--- src/include/ebus_config.svh ---
`ifndef EBUS_CONFIG_SVH
`define EBUS_CONFIG_SVH

// EBUS data word, numbered 0 (msb) to 35 (lsb) as on the real machine
`define EBUS_WIDTH 36

// unit number on the diagnostic function lines, 8 addressable units
`define EBUS_UNIT_BITS 3

// register index inside one unit, 4 registers per unit
`define EBUS_REG_BITS 2

// register units actually present behind the bus, numbered from 0
`define EBUS_NUM_UNITS 3

`endif

--- src/ebusPkg.sv ---
`default_nettype none

`include "ebus_config.svh"

package ebusPkg;

  // diagnostic function broadcast by the controller to every unit
  typedef enum logic [1:0] {
    FN_IDLE  = 2'b00,
    FN_READ  = 2'b01,
    FN_WRITE = 2'b10
  } ebusFuncE;

  // console controller states
  // XFER lasts one cycle, RESP waits for the console to take the word
  typedef enum logic [1:0] {
    ST_IDLE = 2'b00,
    ST_XFER = 2'b01,
    ST_RESP = 2'b10
  } diagStateE;

endpackage

`default_nettype wire

--- src/diagCtl.sv ---
`timescale 1ns/1ps
`default_nettype none

`include "ebus_config.svh"

module diagCtl (
  input  wire logic                       eboxClk,
  input  wire logic                       rstN,
  // console command port
  input  wire logic                       cmdValid,
  input  wire logic                       cmdWrite,
  input  wire logic [`EBUS_UNIT_BITS-1:0] cmdUnit,
  input  wire logic [`EBUS_REG_BITS-1:0]  cmdReg,
  input  wire logic [0:`EBUS_WIDTH-1]     cmdData,
  output logic                            cmdReady,
  // console response port
  output logic                            rspValid,
  output logic [0:`EBUS_WIDTH-1]          rspData,
  output logic                            rspErr,
  input  wire logic                       rspReady,
  // broadcast diagnostic function
  output ebusPkg::ebusFuncE               diagFunc,
  output logic [`EBUS_UNIT_BITS-1:0]      diagUnit,
  output logic [`EBUS_REG_BITS-1:0]       diagReg,
  output logic [0:`EBUS_WIDTH-1]          diagData,
  // bus contents from the multiplexer
  input  wire logic [0:`EBUS_WIDTH-1]     ebusData,
  input  wire logic                       ebusAnyDriving
);
  import ebusPkg::*;

  diagStateE state;
  logic      cmdFire;
  logic      rspFire;

  assign cmdReady = (state == ST_IDLE);
  assign rspValid = (state == ST_RESP);
  assign cmdFire  = cmdValid && cmdReady;
  assign rspFire  = rspValid && rspReady;

  // control side: state, the active function and the response
  always_ff @(posedge eboxClk or negedge rstN) begin
    if (!rstN) begin
      state    <= ST_IDLE;
      diagFunc <= FN_IDLE;
      rspData  <= '0;
      rspErr   <= 1'b0;
    end else begin
      case (state)
        ST_IDLE: begin
          if (cmdFire) begin
            state    <= ST_XFER;
            diagFunc <= cmdWrite ? FN_WRITE : FN_READ;
          end
        end
        ST_XFER: begin
          // units have decoded the function by now and the bus is settled
          state    <= ST_RESP;
          diagFunc <= FN_IDLE;
          if (diagFunc == FN_READ) begin
            rspData <= ebusData;
            rspErr  <= !ebusAnyDriving;
          end else begin
            rspData <= '0;
            rspErr  <= 1'b0;
          end
        end
        ST_RESP: begin
          if (rspFire) begin
            state <= ST_IDLE;
          end
        end
        default: begin
          state    <= ST_IDLE;
          diagFunc <= FN_IDLE;
        end
      endcase
    end
  end

  // address and write data only matter while diagFunc is active
  always_ff @(posedge eboxClk) begin
    if (cmdFire) begin
      diagUnit <= cmdUnit;
      diagReg  <= cmdReg;
      diagData <= cmdData;
    end
  end

  // the console may stall, the word it sees must not change under it
  assert property (@(posedge eboxClk) disable iff (!rstN)
                   (rspValid && !rspReady) |=> ($stable(rspData) && $stable(rspErr)))
    else $error("response changed while held by the console");

  // units see a function for the XFER cycle only
  assert property (@(posedge eboxClk) disable iff (!rstN)
                   (state != ST_XFER) |-> (diagFunc == FN_IDLE))
    else $error("diagnostic function active outside XFER");

endmodule

`default_nettype wire

--- src/ebusMux.sv ---
`timescale 1ns/1ps
`default_nettype none

`include "ebus_config.svh"

module ebusMux (
  input  wire logic                                          eboxClk,
  input  wire logic                                          rstN,
  input  wire logic [`EBUS_NUM_UNITS-1:0]                    unitDriving,
  input  wire logic [`EBUS_NUM_UNITS-1:0][0:`EBUS_WIDTH-1]   unitData,
  output logic      [0:`EBUS_WIDTH-1]                        ebusData,
  output logic                                               ebusAnyDriving
);

  // fixed priority, unit 0 first, same order as an if/else chain
  // walking down from the top so the lowest driving unit is applied last
  always_comb begin
    ebusData = '0;
    for (int i = `EBUS_NUM_UNITS - 1; i >= 0; i--) begin
      if (unitDriving[i]) begin
        ebusData = unitData[i];
      end
    end
  end

  assign ebusAnyDriving = |unitDriving;

  // the priority only hides a collision, two drivers means a decode fault
  // somewhere in the units
  assert property (@(posedge eboxClk) disable iff (!rstN)
                   $onehot0(unitDriving))
    else $error("more than one unit drives EBUS: %b", unitDriving);

endmodule

`default_nettype wire

--- src/ebusRegUnit.sv ---
`timescale 1ns/1ps
`default_nettype none

`include "ebus_config.svh"

module ebusRegUnit #(
  parameter int UNIT_ID = 0
) (
  input  wire logic                      eboxClk,
  input  wire logic                      rstN,
  input  wire ebusPkg::ebusFuncE         diagFunc,
  input  wire logic [`EBUS_UNIT_BITS-1:0] diagUnit,
  input  wire logic [`EBUS_REG_BITS-1:0]  diagReg,
  input  wire logic [0:`EBUS_WIDTH-1]     diagData,
  output logic                           driving,
  output logic [0:`EBUS_WIDTH-1]          data
);
  import ebusPkg::*;

  // the top register index is the identification register
  localparam logic [`EBUS_REG_BITS-1:0] ID_REG = '1;
  localparam int NUM_RW = (1 << `EBUS_REG_BITS) - 1;
  localparam logic [`EBUS_UNIT_BITS-1:0] MY_UNIT = UNIT_ID[`EBUS_UNIT_BITS-1:0];
  // unit number sits in the low-order (highest numbered) bits
  localparam logic [0:`EBUS_WIDTH-1] ID_WORD =
      {{(`EBUS_WIDTH - `EBUS_UNIT_BITS){1'b0}}, MY_UNIT};

  logic [0:`EBUS_WIDTH-1] regs [0:NUM_RW-1];
  logic                   selected;

  assign selected = (diagUnit == MY_UNIT);

  // writes land at the end of the XFER cycle and never reach the ID register
  always_ff @(posedge eboxClk or negedge rstN) begin
    if (!rstN) begin
      for (int i = 0; i < NUM_RW; i++) begin
        regs[i] <= '0;
      end
    end else if (selected && diagFunc == FN_WRITE && diagReg != ID_REG) begin
      regs[diagReg] <= diagData;
    end
  end

  // read path is combinational so the bus settles within the XFER cycle
  always_comb begin
    driving = selected && (diagFunc == FN_READ);
    data    = '0;
    if (driving) begin
      if (diagReg == ID_REG) begin
        data = ID_WORD;
      end else begin
        data = regs[diagReg];
      end
    end
  end

  // a function lasts one cycle so a write lands only once
  assert property (@(posedge eboxClk) disable iff (!rstN)
                   (diagFunc != FN_IDLE) |=> (diagFunc == FN_IDLE))
    else $error("unit %0d sees a function held for more than one cycle", UNIT_ID);

endmodule

`default_nettype wire

--- src/ebusTop.sv ---
`timescale 1ns/1ps
`default_nettype none

`include "ebus_config.svh"

module ebusTop (
  input  wire logic                       eboxClk,
  input  wire logic                       rstN,
  input  wire logic                       cmdValid,
  input  wire logic                       cmdWrite,
  input  wire logic [`EBUS_UNIT_BITS-1:0] cmdUnit,
  input  wire logic [`EBUS_REG_BITS-1:0]  cmdReg,
  input  wire logic [0:`EBUS_WIDTH-1]     cmdData,
  output wire logic                       cmdReady,
  output wire logic                       rspValid,
  output wire logic [0:`EBUS_WIDTH-1]     rspData,
  output wire logic                       rspErr,
  input  wire logic                       rspReady
);
  import ebusPkg::*;

  // function lines fan out from the controller to every unit
  wire ebusFuncE                   diagFunc;
  wire logic [`EBUS_UNIT_BITS-1:0] diagUnit;
  wire logic [`EBUS_REG_BITS-1:0]  diagReg;
  wire logic [0:`EBUS_WIDTH-1]     diagData;

  // per-unit drivers, one slot per built unit
  wire logic [`EBUS_NUM_UNITS-1:0]                  unitDriving;
  wire logic [`EBUS_NUM_UNITS-1:0][0:`EBUS_WIDTH-1] unitData;

  wire logic [0:`EBUS_WIDTH-1] ebusData;
  wire logic                   ebusAnyDriving;

  diagCtl u_diagCtl (
    .eboxClk, .rstN,
    .cmdValid, .cmdWrite, .cmdUnit, .cmdReg, .cmdData, .cmdReady,
    .rspValid, .rspData, .rspErr, .rspReady,
    .diagFunc, .diagUnit, .diagReg, .diagData,
    .ebusData, .ebusAnyDriving
  );

  ebusMux u_ebusMux (
    .eboxClk, .rstN,
    .unitDriving, .unitData,
    .ebusData, .ebusAnyDriving
  );

  for (genvar i = 0; i < `EBUS_NUM_UNITS; i++) begin : gUnit
    ebusRegUnit #(
      .UNIT_ID(i)
    ) u_unit (
      .eboxClk, .rstN,
      .diagFunc, .diagUnit, .diagReg, .diagData,
      .driving(unitDriving[i]),
      .data(unitData[i])
    );
  end

endmodule

`default_nettype wire

--- config.mk ---
export PLATFORM = sky130hd
export DESIGN_NAME = ebusTop
export DESIGN_NICKNAME = d
export VERILOG_FILES = /design/src/ebusPkg.sv /design/src/diagCtl.sv /design/src/ebusMux.sv /design/src/ebusRegUnit.sv /design/src/ebusTop.sv
export VERILOG_INCLUDE_DIRS = /design/src /design/src/include
export SDC_FILE = /design/constraint.sdc
export NUM_CORES = 1
export LEC_CHECK = 0
export ABC_AREA = 1
export BUFFER_PORTS_ARGS = -buffer_cell sky130_fd_sc_hd__buf_4
export CORE_ASPECT_RATIO = 2
export CORE_MARGIN = 3
export CORE_UTILIZATION = 45
export CTS_BUF_LIST = sky130_fd_sc_hd__clkbuf_2 sky130_fd_sc_hd__clkbuf_4 sky130_fd_sc_hd__clkbuf_8
export DETAILED_ROUTE_END_ITERATION = 12
export PLACE_DENSITY = 0.65
export SLEW_MARGIN = 5
export SYNTH_ARGS = -nofsm -noshare
export SYNTH_HDL_FRONTEND = slang
export SYNTH_SLANG_ARGS = --single-unit
--- constraint.sdc ---
create_clock -name eboxClk -period 1.61 [get_ports eboxClk]
set_input_delay 0.322 -clock eboxClk [delete_from_list [all_inputs] [get_ports eboxClk]]
set_output_delay 0.322 -clock eboxClk [all_outputs]
set_load 0.005 [all_outputs]
Word level (Yosys, flattened, before mapping). Index checks and enable logic that the tools add are counted.

$lt $le $gt $ge: 2. Equality and inequality tests: 10. Mux-type cells: 28. Bitwise operators: 2. Reductions and logical operators: 18.

Operators with widths (number): $mux 36 (14); $bwmux 108 (3); $bmux 36 s2 (3); $demux 36 s2 (1); $logic_and 1x1->1 (12); $mux 2 (4); $eq 2x2->1 const B (3); $ne 2x2->1 const B (3); $pmux 2 s3 (1); $eq 2x1->1 const B (2); $pmux 2 s2 (1); $reduce_and 2->1 (2); $eq 3x1->1 const B (1); $eq 3x2->1 const B (1); $ge 3x3->1 const B (1); $logic_not 3->1 (1); $lt 3x1->1 const B (1); $not 2->3 (1); $reduce_or 3->1 (1); $logic_not 2->1 (1); $logic_not 1->1 (1); $mux 1 (1); $not 1->1 (1).

Register bits after elaboration: 406. Input bits: 46. Output and inout bits: 39. Logic and storage cells: 76.

Depth between registers and ports, before layout. Gate-level depths: netlist of the first run.

Word-level depth: 9. Mapped depth: 12. Depth with buffers taken out: 10.

By module. A second synthesis of the first run with hierarchy kept.

Cell total of the unflattened synthesis: 2646. Area, all modules: 19862.8 µm².

Modules (own cells, without submodules): ebusRegUnit at gUnit[0].u_unit (times used 1, cells each 722, area an instance 5267.6 µm², sequential area each 2702.6 µm²); ebusRegUnit at gUnit[1].u_unit (times used 1, cells each 713, area an instance 5241.3 µm², sequential area each 2702.6 µm²); ebusRegUnit at gUnit[2].u_unit (times used 1, cells each 713, area an instance 5188.7 µm², sequential area each 2702.6 µm²); diagCtl (times used 1, cells each 224, area an instance 2986.6 µm², sequential area each 2257.2 µm²); ebusMux (times used 1, cells each 274, area an instance 1178.6 µm², sequential area each 0.0 µm²).

Worst setup path after synthesis of the first run. Ideal clock, no wire load.

Path type: register to register. Start point: register u_diagCtl.state[0]. End point: register u_diagCtl.diagData[0] in the netlist's numbering (enable). Library setup time: 396 ps. Arrival time: 1461 ps. Required time: 1214 ps. Slack: -247 ps. Cell stages (with the launch flop): 4. Buffers on the path: 0. Clock period less this slack: 1857 ps. Cell sequence: dfrtp_1 nor2_1 nand2_1 inv_1.

Cells in the longest elaborated chain, start to end: 2.

Ends and longest elaborated chain: start: declaration (line diagCtl.sv:32) `diagStateE state;`; start signal: assignment (line diagCtl.sv:44) `state <= ST_IDLE;`; start signal: assignment (line diagCtl.sv:52) `state <= ST_XFER;`; start signal: assignment (line diagCtl.sv:58) `state <= ST_RESP;`; $logic_not 2->1 (line diagCtl.sv:36) `assign cmdReady = (state == ST_IDLE);`; named net cmdReady (line ebusTop.sv:14) `output wire logic cmdReady,`; $logic_and 1x1->1 (line diagCtl.sv:38) `assign cmdFire = cmdValid && cmdReady;`; named net u_diagCtl.cmdFire (line diagCtl.sv:33) `logic cmdFire;`; end signal: assignment (line diagCtl.sv:86) `diagData <= cmdData;`; end: declaration (line diagCtl.sv:25) `` output logic [0:`EBUS_WIDTH-1] diagData, ``.

The timed path passes the listed nets, and every way through them passes these cells. A chain may end at the register's enable or synchronous reset.

Worst setup path after layout of the first run.
Start point: register u_diagCtl.diagUnit[1]. End point: register gUnit[1].u_unit.regs[11] in the netlist's numbering.

Cells in the longest elaborated chain, start to end: 3.

Ends and longest elaborated chain: start: declaration (line diagCtl.sv:23) `` output logic [`EBUS_UNIT_BITS-1:0] diagUnit, ``; start signal: assignment (line diagCtl.sv:84) `diagUnit <= cmdUnit;`; $eq 3x1->1 (line ebusRegUnit.sv:31) `assign selected = (diagUnit == MY_UNIT);`; $logic_and 1x1->1 (2 in a row) (line ebusRegUnit.sv:39) `end else if (selected && diagFunc == FN_WRITE && diagReg != ID_REG) begin`; end signal: indexed assignment (line ebusRegUnit.sv:40) `regs[diagReg] <= diagData;`; end: declaration (line ebusRegUnit.sv:28) `` logic [0:`EBUS_WIDTH-1] regs [0:NUM_RW-1]; ``.

Every way passes these cells.

==> results of run 1 <==
-- area by class of cell --
cell class | instances | area [um2]
fillers | 3485 | 16700
well taps | 520 | 651
clock buffers | 95 | 1160
clock inverters | 14 | 151
flip-flops and latches | 406 | 10400
diodes | 1 | 2.50
multi-input cells | 1392 | 6340
repair buffers | 253 | 3090
inverters | 84 | 329
-- worst min-delay path by stage --
stage	to	slack, ps	depth (start not counted)
after CTS	gUnit[1].u_unit.regs[58]	130	2
final	u_diagCtl.rspData[15]	160	2
after global placement	gUnit[1].u_unit.regs[58]	210	1
after floorplan	gUnit[0].u_unit.regs[0]	30	0
after global routing	gUnit[1].u_unit.regs[58]	150	2
after detailed placement	u_diagCtl.rspData[15]	210	1
-- sequential cells by signal, summed over array words and instances (netlist names) --
name / flops
gUnit.u_unit.regs: 324
u_diagCtl.diagData: 36
u_diagCtl.rspData: 36
u_diagCtl.diagUnit: 3
u_diagCtl.diagFunc: 2
u_diagCtl.diagReg: 2
u_diagCtl.state: 2
u_diagCtl.rspErr: 1
-- per-layer routing --
| metal | track usage (%) | part of all wire (%) |
|---|---|---|
| met4 | 9.75 | 4.8 |
| met1 | 27.4 | 37 |
| met5 | 0 | 0 |
| met2 | 44.3 | 53 |
| met3 | 3.07 | 5.1 |
-- cells in the mapped netlist (all sizes together) --
cell and number:
nand2 833, dfrtp 365, o21ai 327, buf 113, nand3 112, inv 84
a21oi 70, edfxtp 41, nand4 28, clkbuf 14, nor2 14, a22oi 6
a32o 1, o22ai 1
-- repair_timing --
item                                    in CTS  in global routing
pin swaps                                   12                  8
endpoints found under the setup margin     285                363
gates cloned                                 6                 15
endpoints found under the hold margin      410                  0
hold buffers                                46                  0
setup buffers                               10                  5
resized for setup                           40                 42
-- per-stage QoR --
stage                     power (mW)  area, um2
after floorplan                 19.4      17700
after global placement          22.2      19400
final                           32.4      22100
after CTS                       32.1      21600
after detailed placement        22.5      19400
after global routing            34.3      22100
-- worst max-delay path, delay by kind of cell, from the launching register on --
family                 cells  cell delay, ps
buffers and inverters      2             360
AO/OA/AOI/OAI              1             170
flip-flops                 1             440
AND/OR/NAND/NOR            4             620
-- cell families (layout without fill, tap and decap cells) --
| family | count (synthesis) | after routing |
|---|---|---|
| flip-flops | 406 | 406 |
| AND/OR/NAND/NOR | 987 | 987 |
| buffers and inverters | 211 | 446 |
| other | 0 | 1 |
| AO/OA/AOI/OAI | 405 | 405 |
-- power breakdown --
group / total [mW] / switching [mW] / internal [mW]
sequential: 15.1 / 1.68 / 13.5
combinational: 8.18 / 4.77 / 3.41
clock: 9.04 / 3.98 / 5.06
==> results.ini, run 1 <==
[status]
status=complete, but fails checks
violated_checks=setup timing

[power_and_ir_drop]
leakagePower_nw=10.8
power_per_cell_area_nw_per_um2=1470
worst_ir_drop_vdd_uv=1180

[sta]
slew-limit-headroom_pct=68.2
finalWorstPathRequiredPeriod_ps=1700
rsz0062_at_grt=yes
setup_viol=274
fin_worst_skew_ps=22.1
finalMaxSlewViolations=0
hold_ws_ps=162
setup_tns_ps=-10660
tightest_slew_ps=477
tcrit_tclk_final_pct=106
final_critical_path_setup_slack_ps=-93.9
timing.fmax_mhz=587
hold_violation_count_in_the_final_report=0

[yosys]
synth.mux.area_fraction_pct=0
synth_area_leaders=sky130_fd_sc_hd__dfrtp_1 52%, sky130_fd_sc_hd__nand2_1 17%, sky130_fd_sc_hd__edfxtp_1 6.9%
post_synth_adder_cell_area_pct=0
net_count_after_synthesis=2055
biggest_area_consumer_among_synthesized_cells=sky130_fd_sc_hd__dfrtp_1
yosys.area_share.xor_xnor_pct=0
ys_types=26
synthCells=2009
simple_gate_fraction_of_synth_area_pct=23.0
synth_area_um2=17700
post-synth-top-area-fraction_pct=51.5
post_synth.cell_area_avg_um2=8.82
yosysWarningCount=0
synth_top_family_by_area=simple AND/OR/NAND/NOR gates
sequential_fraction_of_the_synthesis_area_pct=58.5
synth_compound_gate_area_share_pct=11.9
ys_seq_elements=406

[cells_and_area]
nets=2241
final_cell_mix=811 x sky130_fd_sc_hd__nand2_1, 363 x sky130_fd_sc_hd__dfrtp_1, 205 x sky130_fd_sc_hd__o21ai_1, 122 x sky130_fd_sc_hd__buf_4, 105 x sky130_fd_sc_hd__nand3_1
layout-drive-gt1-share_pct=17.3
area.growth.synth_to_final_pct=24.7
post_layout_nonfiller_instances=2765
layout.cells.most_common=sky130_fd_sc_hd__nand2_1
layout.core_utilization_pct=56.9

[critical_path]
worst_reg_to_reg_path_cell_count=7
crit_path_start_kind=flop
r2r_start=u_diagCtl.diagUnit[1]
path_max_fanout=11
critPathMaxStageDelay_ps=440
timing.critical_path.slowest_stage_cell=sky130_fd_sc_hd__edfxtp_1
worst_setup_path_end_kind=flop
reg2reg_slack_ps=-90
crit_path_start=u_diagCtl.diagUnit[1]
worst_ep_required_time_ps=2130
path_cells=nor2_4, nand2_4, buf_6, nor2_8, nand2_8, clkbuf_16, o21ai_0
crit_type=flop to flop
endpoint=gUnit[1].u_unit.regs[11]
rr_endpoint=gUnit[1].u_unit.regs[11]
crit_arrival_ps=2230

[die]
dieArea_um2=41900
effective_utilization_at_floorplan_pct=45.7
io_pins=85
core-area_um2=38800
dieWidth_um=146
rows=102
die_h_um=287

[clock_tree]
numCtsBuffers=58
clock_tree_from_tritoncts=built
cts_buffer_depth=3
worstSkewPairLatency_ps=620
clk_pin_slew_worst_paths_ps=80
root_buffer=sky130_fd_sc_hd__clkbuf_8
htree_num_levels=2
cts.sinks=406

[placed_design]
dpl_worst_slack_ps=-86.4
dp_cells=2574
buffer_ports.inserted=84
place.detailed.hpwl_mm=30.0
place.gp.congestion=0.781

[drt]
route.vias.total=14800
drtAntennaViolNets=0
drt_iter0_markers=1105
drt_first_pass_iters=5
route.detailed.vias_per_inst=5.34
drcViolationCount=0
routed_wirelength_mm=53.3
drt-wirelength-per-cell_um=19.3

[global_routing]
globalRoute.totalOverflow=0
grt_pass1_vias=14400
grt_max_degree=74
grtUsageTotal_pct=23.8
initial_antenna_violation_count=1
global_route_wire_length_before_repair_mm=79.0

[min_path]
timing.hold.worst.class=input port to asynchronous set/reset pin

[flow_run]
max_cap_violations=0

(Power assumes the default switching activity.)
==> inputs of run 2 (changes only) <==
ABC_AREA = default   (was 1)
CORE_UTILIZATION = 40   (was 45)
PLACE_DENSITY = 0.59   (was 0.65)
==> run 2 against run 1 <==
The flow still finishes with violations (setup timing). Sequential power up 5%. Hold slack better by 45 ps. Largest power group unchanged. Sequential share of layout area fell by 3.1 points.
==> results.ini, run 2 <==
[die]
effective_utilization_at_floorplan_pct=40.8
dieWidth_um=155
io_pins=85
core-area_um2=43600
dieArea_um2=47200
die_h_um=304
rows=108

[critical_path]
rr_endpoint=gUnit[0].u_unit.regs[63]
crit_path_start=u_diagCtl.diagReg[1]
path_max_fanout=6
worst_reg_to_reg_path_cell_count=7
reg2reg_slack_ps=-270
worst_setup_path_end_kind=flop
r2r_start=u_diagCtl.diagReg[1]
crit_arrival_ps=2370
crit_path_start_kind=flop
crit_type=flop to flop
worst_ep_required_time_ps=2100

[yosys]
synth-main-ff-cell=sky130_fd_sc_hd__dfrtp_1
async_flop_share_pct=89.9
sequential_fraction_of_the_synthesis_area_pct=58.3
ys_seq_elements=406
net_count_after_synthesis=1282
post_synth.cell_area_avg_um2=14.4
synth_area_leaders=sky130_fd_sc_hd__dfrtp_1 51%, sky130_fd_sc_hd__mux2_2 18%, sky130_fd_sc_hd__edfxtp_1 6.9%
yosysWarningCount=0
synth_edf_count=41
biggest_area_consumer_among_synthesized_cells=sky130_fd_sc_hd__dfrtp_1
synthMostInstantiatedCell=sky130_fd_sc_hd__dfrtp_1
synthCells=1236
post-synth-top-area-fraction_pct=51.3
netlist_top_cells_count=365 x sky130_fd_sc_hd__dfrtp_1, 277 x sky130_fd_sc_hd__mux2_2, 107 x sky130_fd_sc_hd__mux2i_1
ys_types=42
synth_area_um2=17800

[sta]
setup_viol=362
fin_worst_skew_ps=22.4
finalMaxSlewViolations=0
final_critical_path_setup_slack_ps=-268
hold_violation_count_in_the_final_report=0
timing.fmax_mhz=533
tightest_slew_ps=589
rsz0062_at_grt=yes
hold_ws_ps=208
finalWorstPathRequiredPeriod_ps=1880
tcrit_tclk_final_pct=117
slew-limit-headroom_pct=60.7

[cells_and_area]
reg.largest.list=gUnit.u_unit.regs x324, u_diagCtl.diagData x36, u_diagCtl.rspData x36
final_cell_mix=364 x sky130_fd_sc_hd__dfrtp_1, 265 x sky130_fd_sc_hd__mux2_2, 146 x sky130_fd_sc_hd__buf_4, 100 x sky130_fd_sc_hd__mux2i_1, 70 x sky130_fd_sc_hd__clkbuf_8
max_flop_register=gUnit.u_unit.regs
layout.core_utilization_pct=54.2
nets=1567
area.growth.synth_to_final_pct=33.0
final_area_um2=23700
largest_register_ffs=324
layout.cells.most_common=sky130_fd_sc_hd__dfrtp_1
layout-drive-gt1-share_pct=49.3
fill_cells=3596

[min_path]
timing.hold.worst.class=input port to asynchronous set/reset pin

[placed_design]
postPlaceCellArea_um2=20200
place.detailed.hpwl_mm=29.8
buffer_ports.inserted=84
dpl_worst_slack_ps=-226
place.gp.congestion=0.776

[drt]
drtAntennaViolNets=0
drt_first_pass_iters=5
routed_wirelength_mm=53.2
drt_iter0_markers=660
drcViolationCount=0
route.detailed.vias_per_inst=5.55
drt-wirelength-per-cell_um=25.1
route.vias.total=11800

[power_and_ir_drop]
power_per_cell_area_nw_per_um2=1440
worst_ir_drop_vdd_uv=665
clock_power_share_pct=25.7
intPower_mw=23.9
leakagePower_nw=11.4
switching_power_mw=10.1
swShare_pct=29.7
p_comb_share_pct=27.8
totalPowerFinal_mw=34.1
seq_power_share_pct=46.4

[flow_run]
max_cap_violations=0

[global_routing]
grt_pass1_vias=12600
grt_max_degree=59
grtUsageTotal_pct=21.3
globalRoute.totalOverflow=0
initial_antenna_violation_count=1
global_route_wire_length_before_repair_mm=77.5

[clock_tree]
clock_tree_from_tritoncts=built
worstSkewPairLatency_ps=630
root_buffer=sky130_fd_sc_hd__clkbuf_8
cts_buffer_depth=3
clk_pin_slew_worst_paths_ps=70
htree_num_levels=2
cts.sinks=406
numCtsBuffers=58

[status]
status=complete, but fails checks
violated_checks=setup timing

run 2: layer usage:
layer  vias to the layer above  part of all wire (%)  GRT usage, %
li1                       5210                     -             -
met1                      6117                    38          25.2
met2                       315                    53          39.2
met3                       121                   3.6          2.35
met4                         0                   4.5          8.10
met5                         -                     0             0
run 2: cell type report:
| type | instances | area [um2] | area share, % |
|---|---|---|---|
| timing repair buffer | 311 | 3880 | 16.4 |
| multi-input combinational | 716 | 7360 | 31.1 |
| clock inverter | 7 | 62.6 | 0.264 |
| antenna | 1 | 2.50 | 0.0106 |
| inverter | 28 | 105 | 0.444 |
| clock buffer | 101 | 1200 | 5.05 |
| sequential | 406 | 10400 | 43.8 |
| tap | 550 | 688 | 2.91 |
run 2: cell families after synthesis:
logic type             count (synthesis)  synth area share [%]
muxes                                432                  27.2
DFF                                  406                  58.3
AOI/OAI and AO/OA                    214                  8.98
buffers and inverters                114                  3.20
and+or+nand+nor                       70                  2.33
run 2: power groups by stage:
stage / sequential [mW] / combinational (mW) / clock [mW]
finish: 15.8 / 9.49 / 8.76
global route: 16.2 / 10.2 / 9.41
CTS: 15.8 / 9.10 / 9.01
detailed placement: 15.9 / 8.17 / 0
global placement: 15.8 / 7.99 / 0
floorplan: 15.2 / 5.47 / 0
run 2: worst max-delay path by stage:
stage | to | slack, ps | cells past startpoint
after floorplan | gUnit[0].u_unit.regs[51] | -160 | 6
after global placement | u_diagCtl.rspData[8] | -210 | 6
after detailed placement | u_diagCtl.rspData[8] | -230 | 6
after CTS | gUnit[1].u_unit.regs[89] | -230 | 8
after global routing | gUnit[0].u_unit.regs[63] | -320 | 7
final | gUnit[0].u_unit.regs[63] | -270 | 7
run 2: critical path, cell delays in order (launching register included):
cell	delay (ps)
sky130_fd_sc_hd__edfxtp_1	410
sky130_fd_sc_hd__buf_6	160
sky130_fd_sc_hd__nand2b_4	170
sky130_fd_sc_hd__nor3b_4	260
sky130_fd_sc_hd__buf_6	180
sky130_fd_sc_hd__nand2_8	100
sky130_fd_sc_hd__clkbuf_16	190
sky130_fd_sc_hd__mux2_4	300
run 2: through the flow:
stage               cells  setup TNS (ps)
global placement     1900          -49380
global route         2120          -87900
CTS                  2097          -59090
finish               2120          -69720
detailed placement   1900          -55130
floorplan            1236          -22160
run 2: repair_timing:
action                                  CTS  global route
endpoints found under the setup margin  362           363
hold buffers                             46             0
endpoints found under the hold margin   107             0
gates resized for setup                  84            66
cloned                                   16            16
setup buffers                            27            15
pin swaps                                34            27
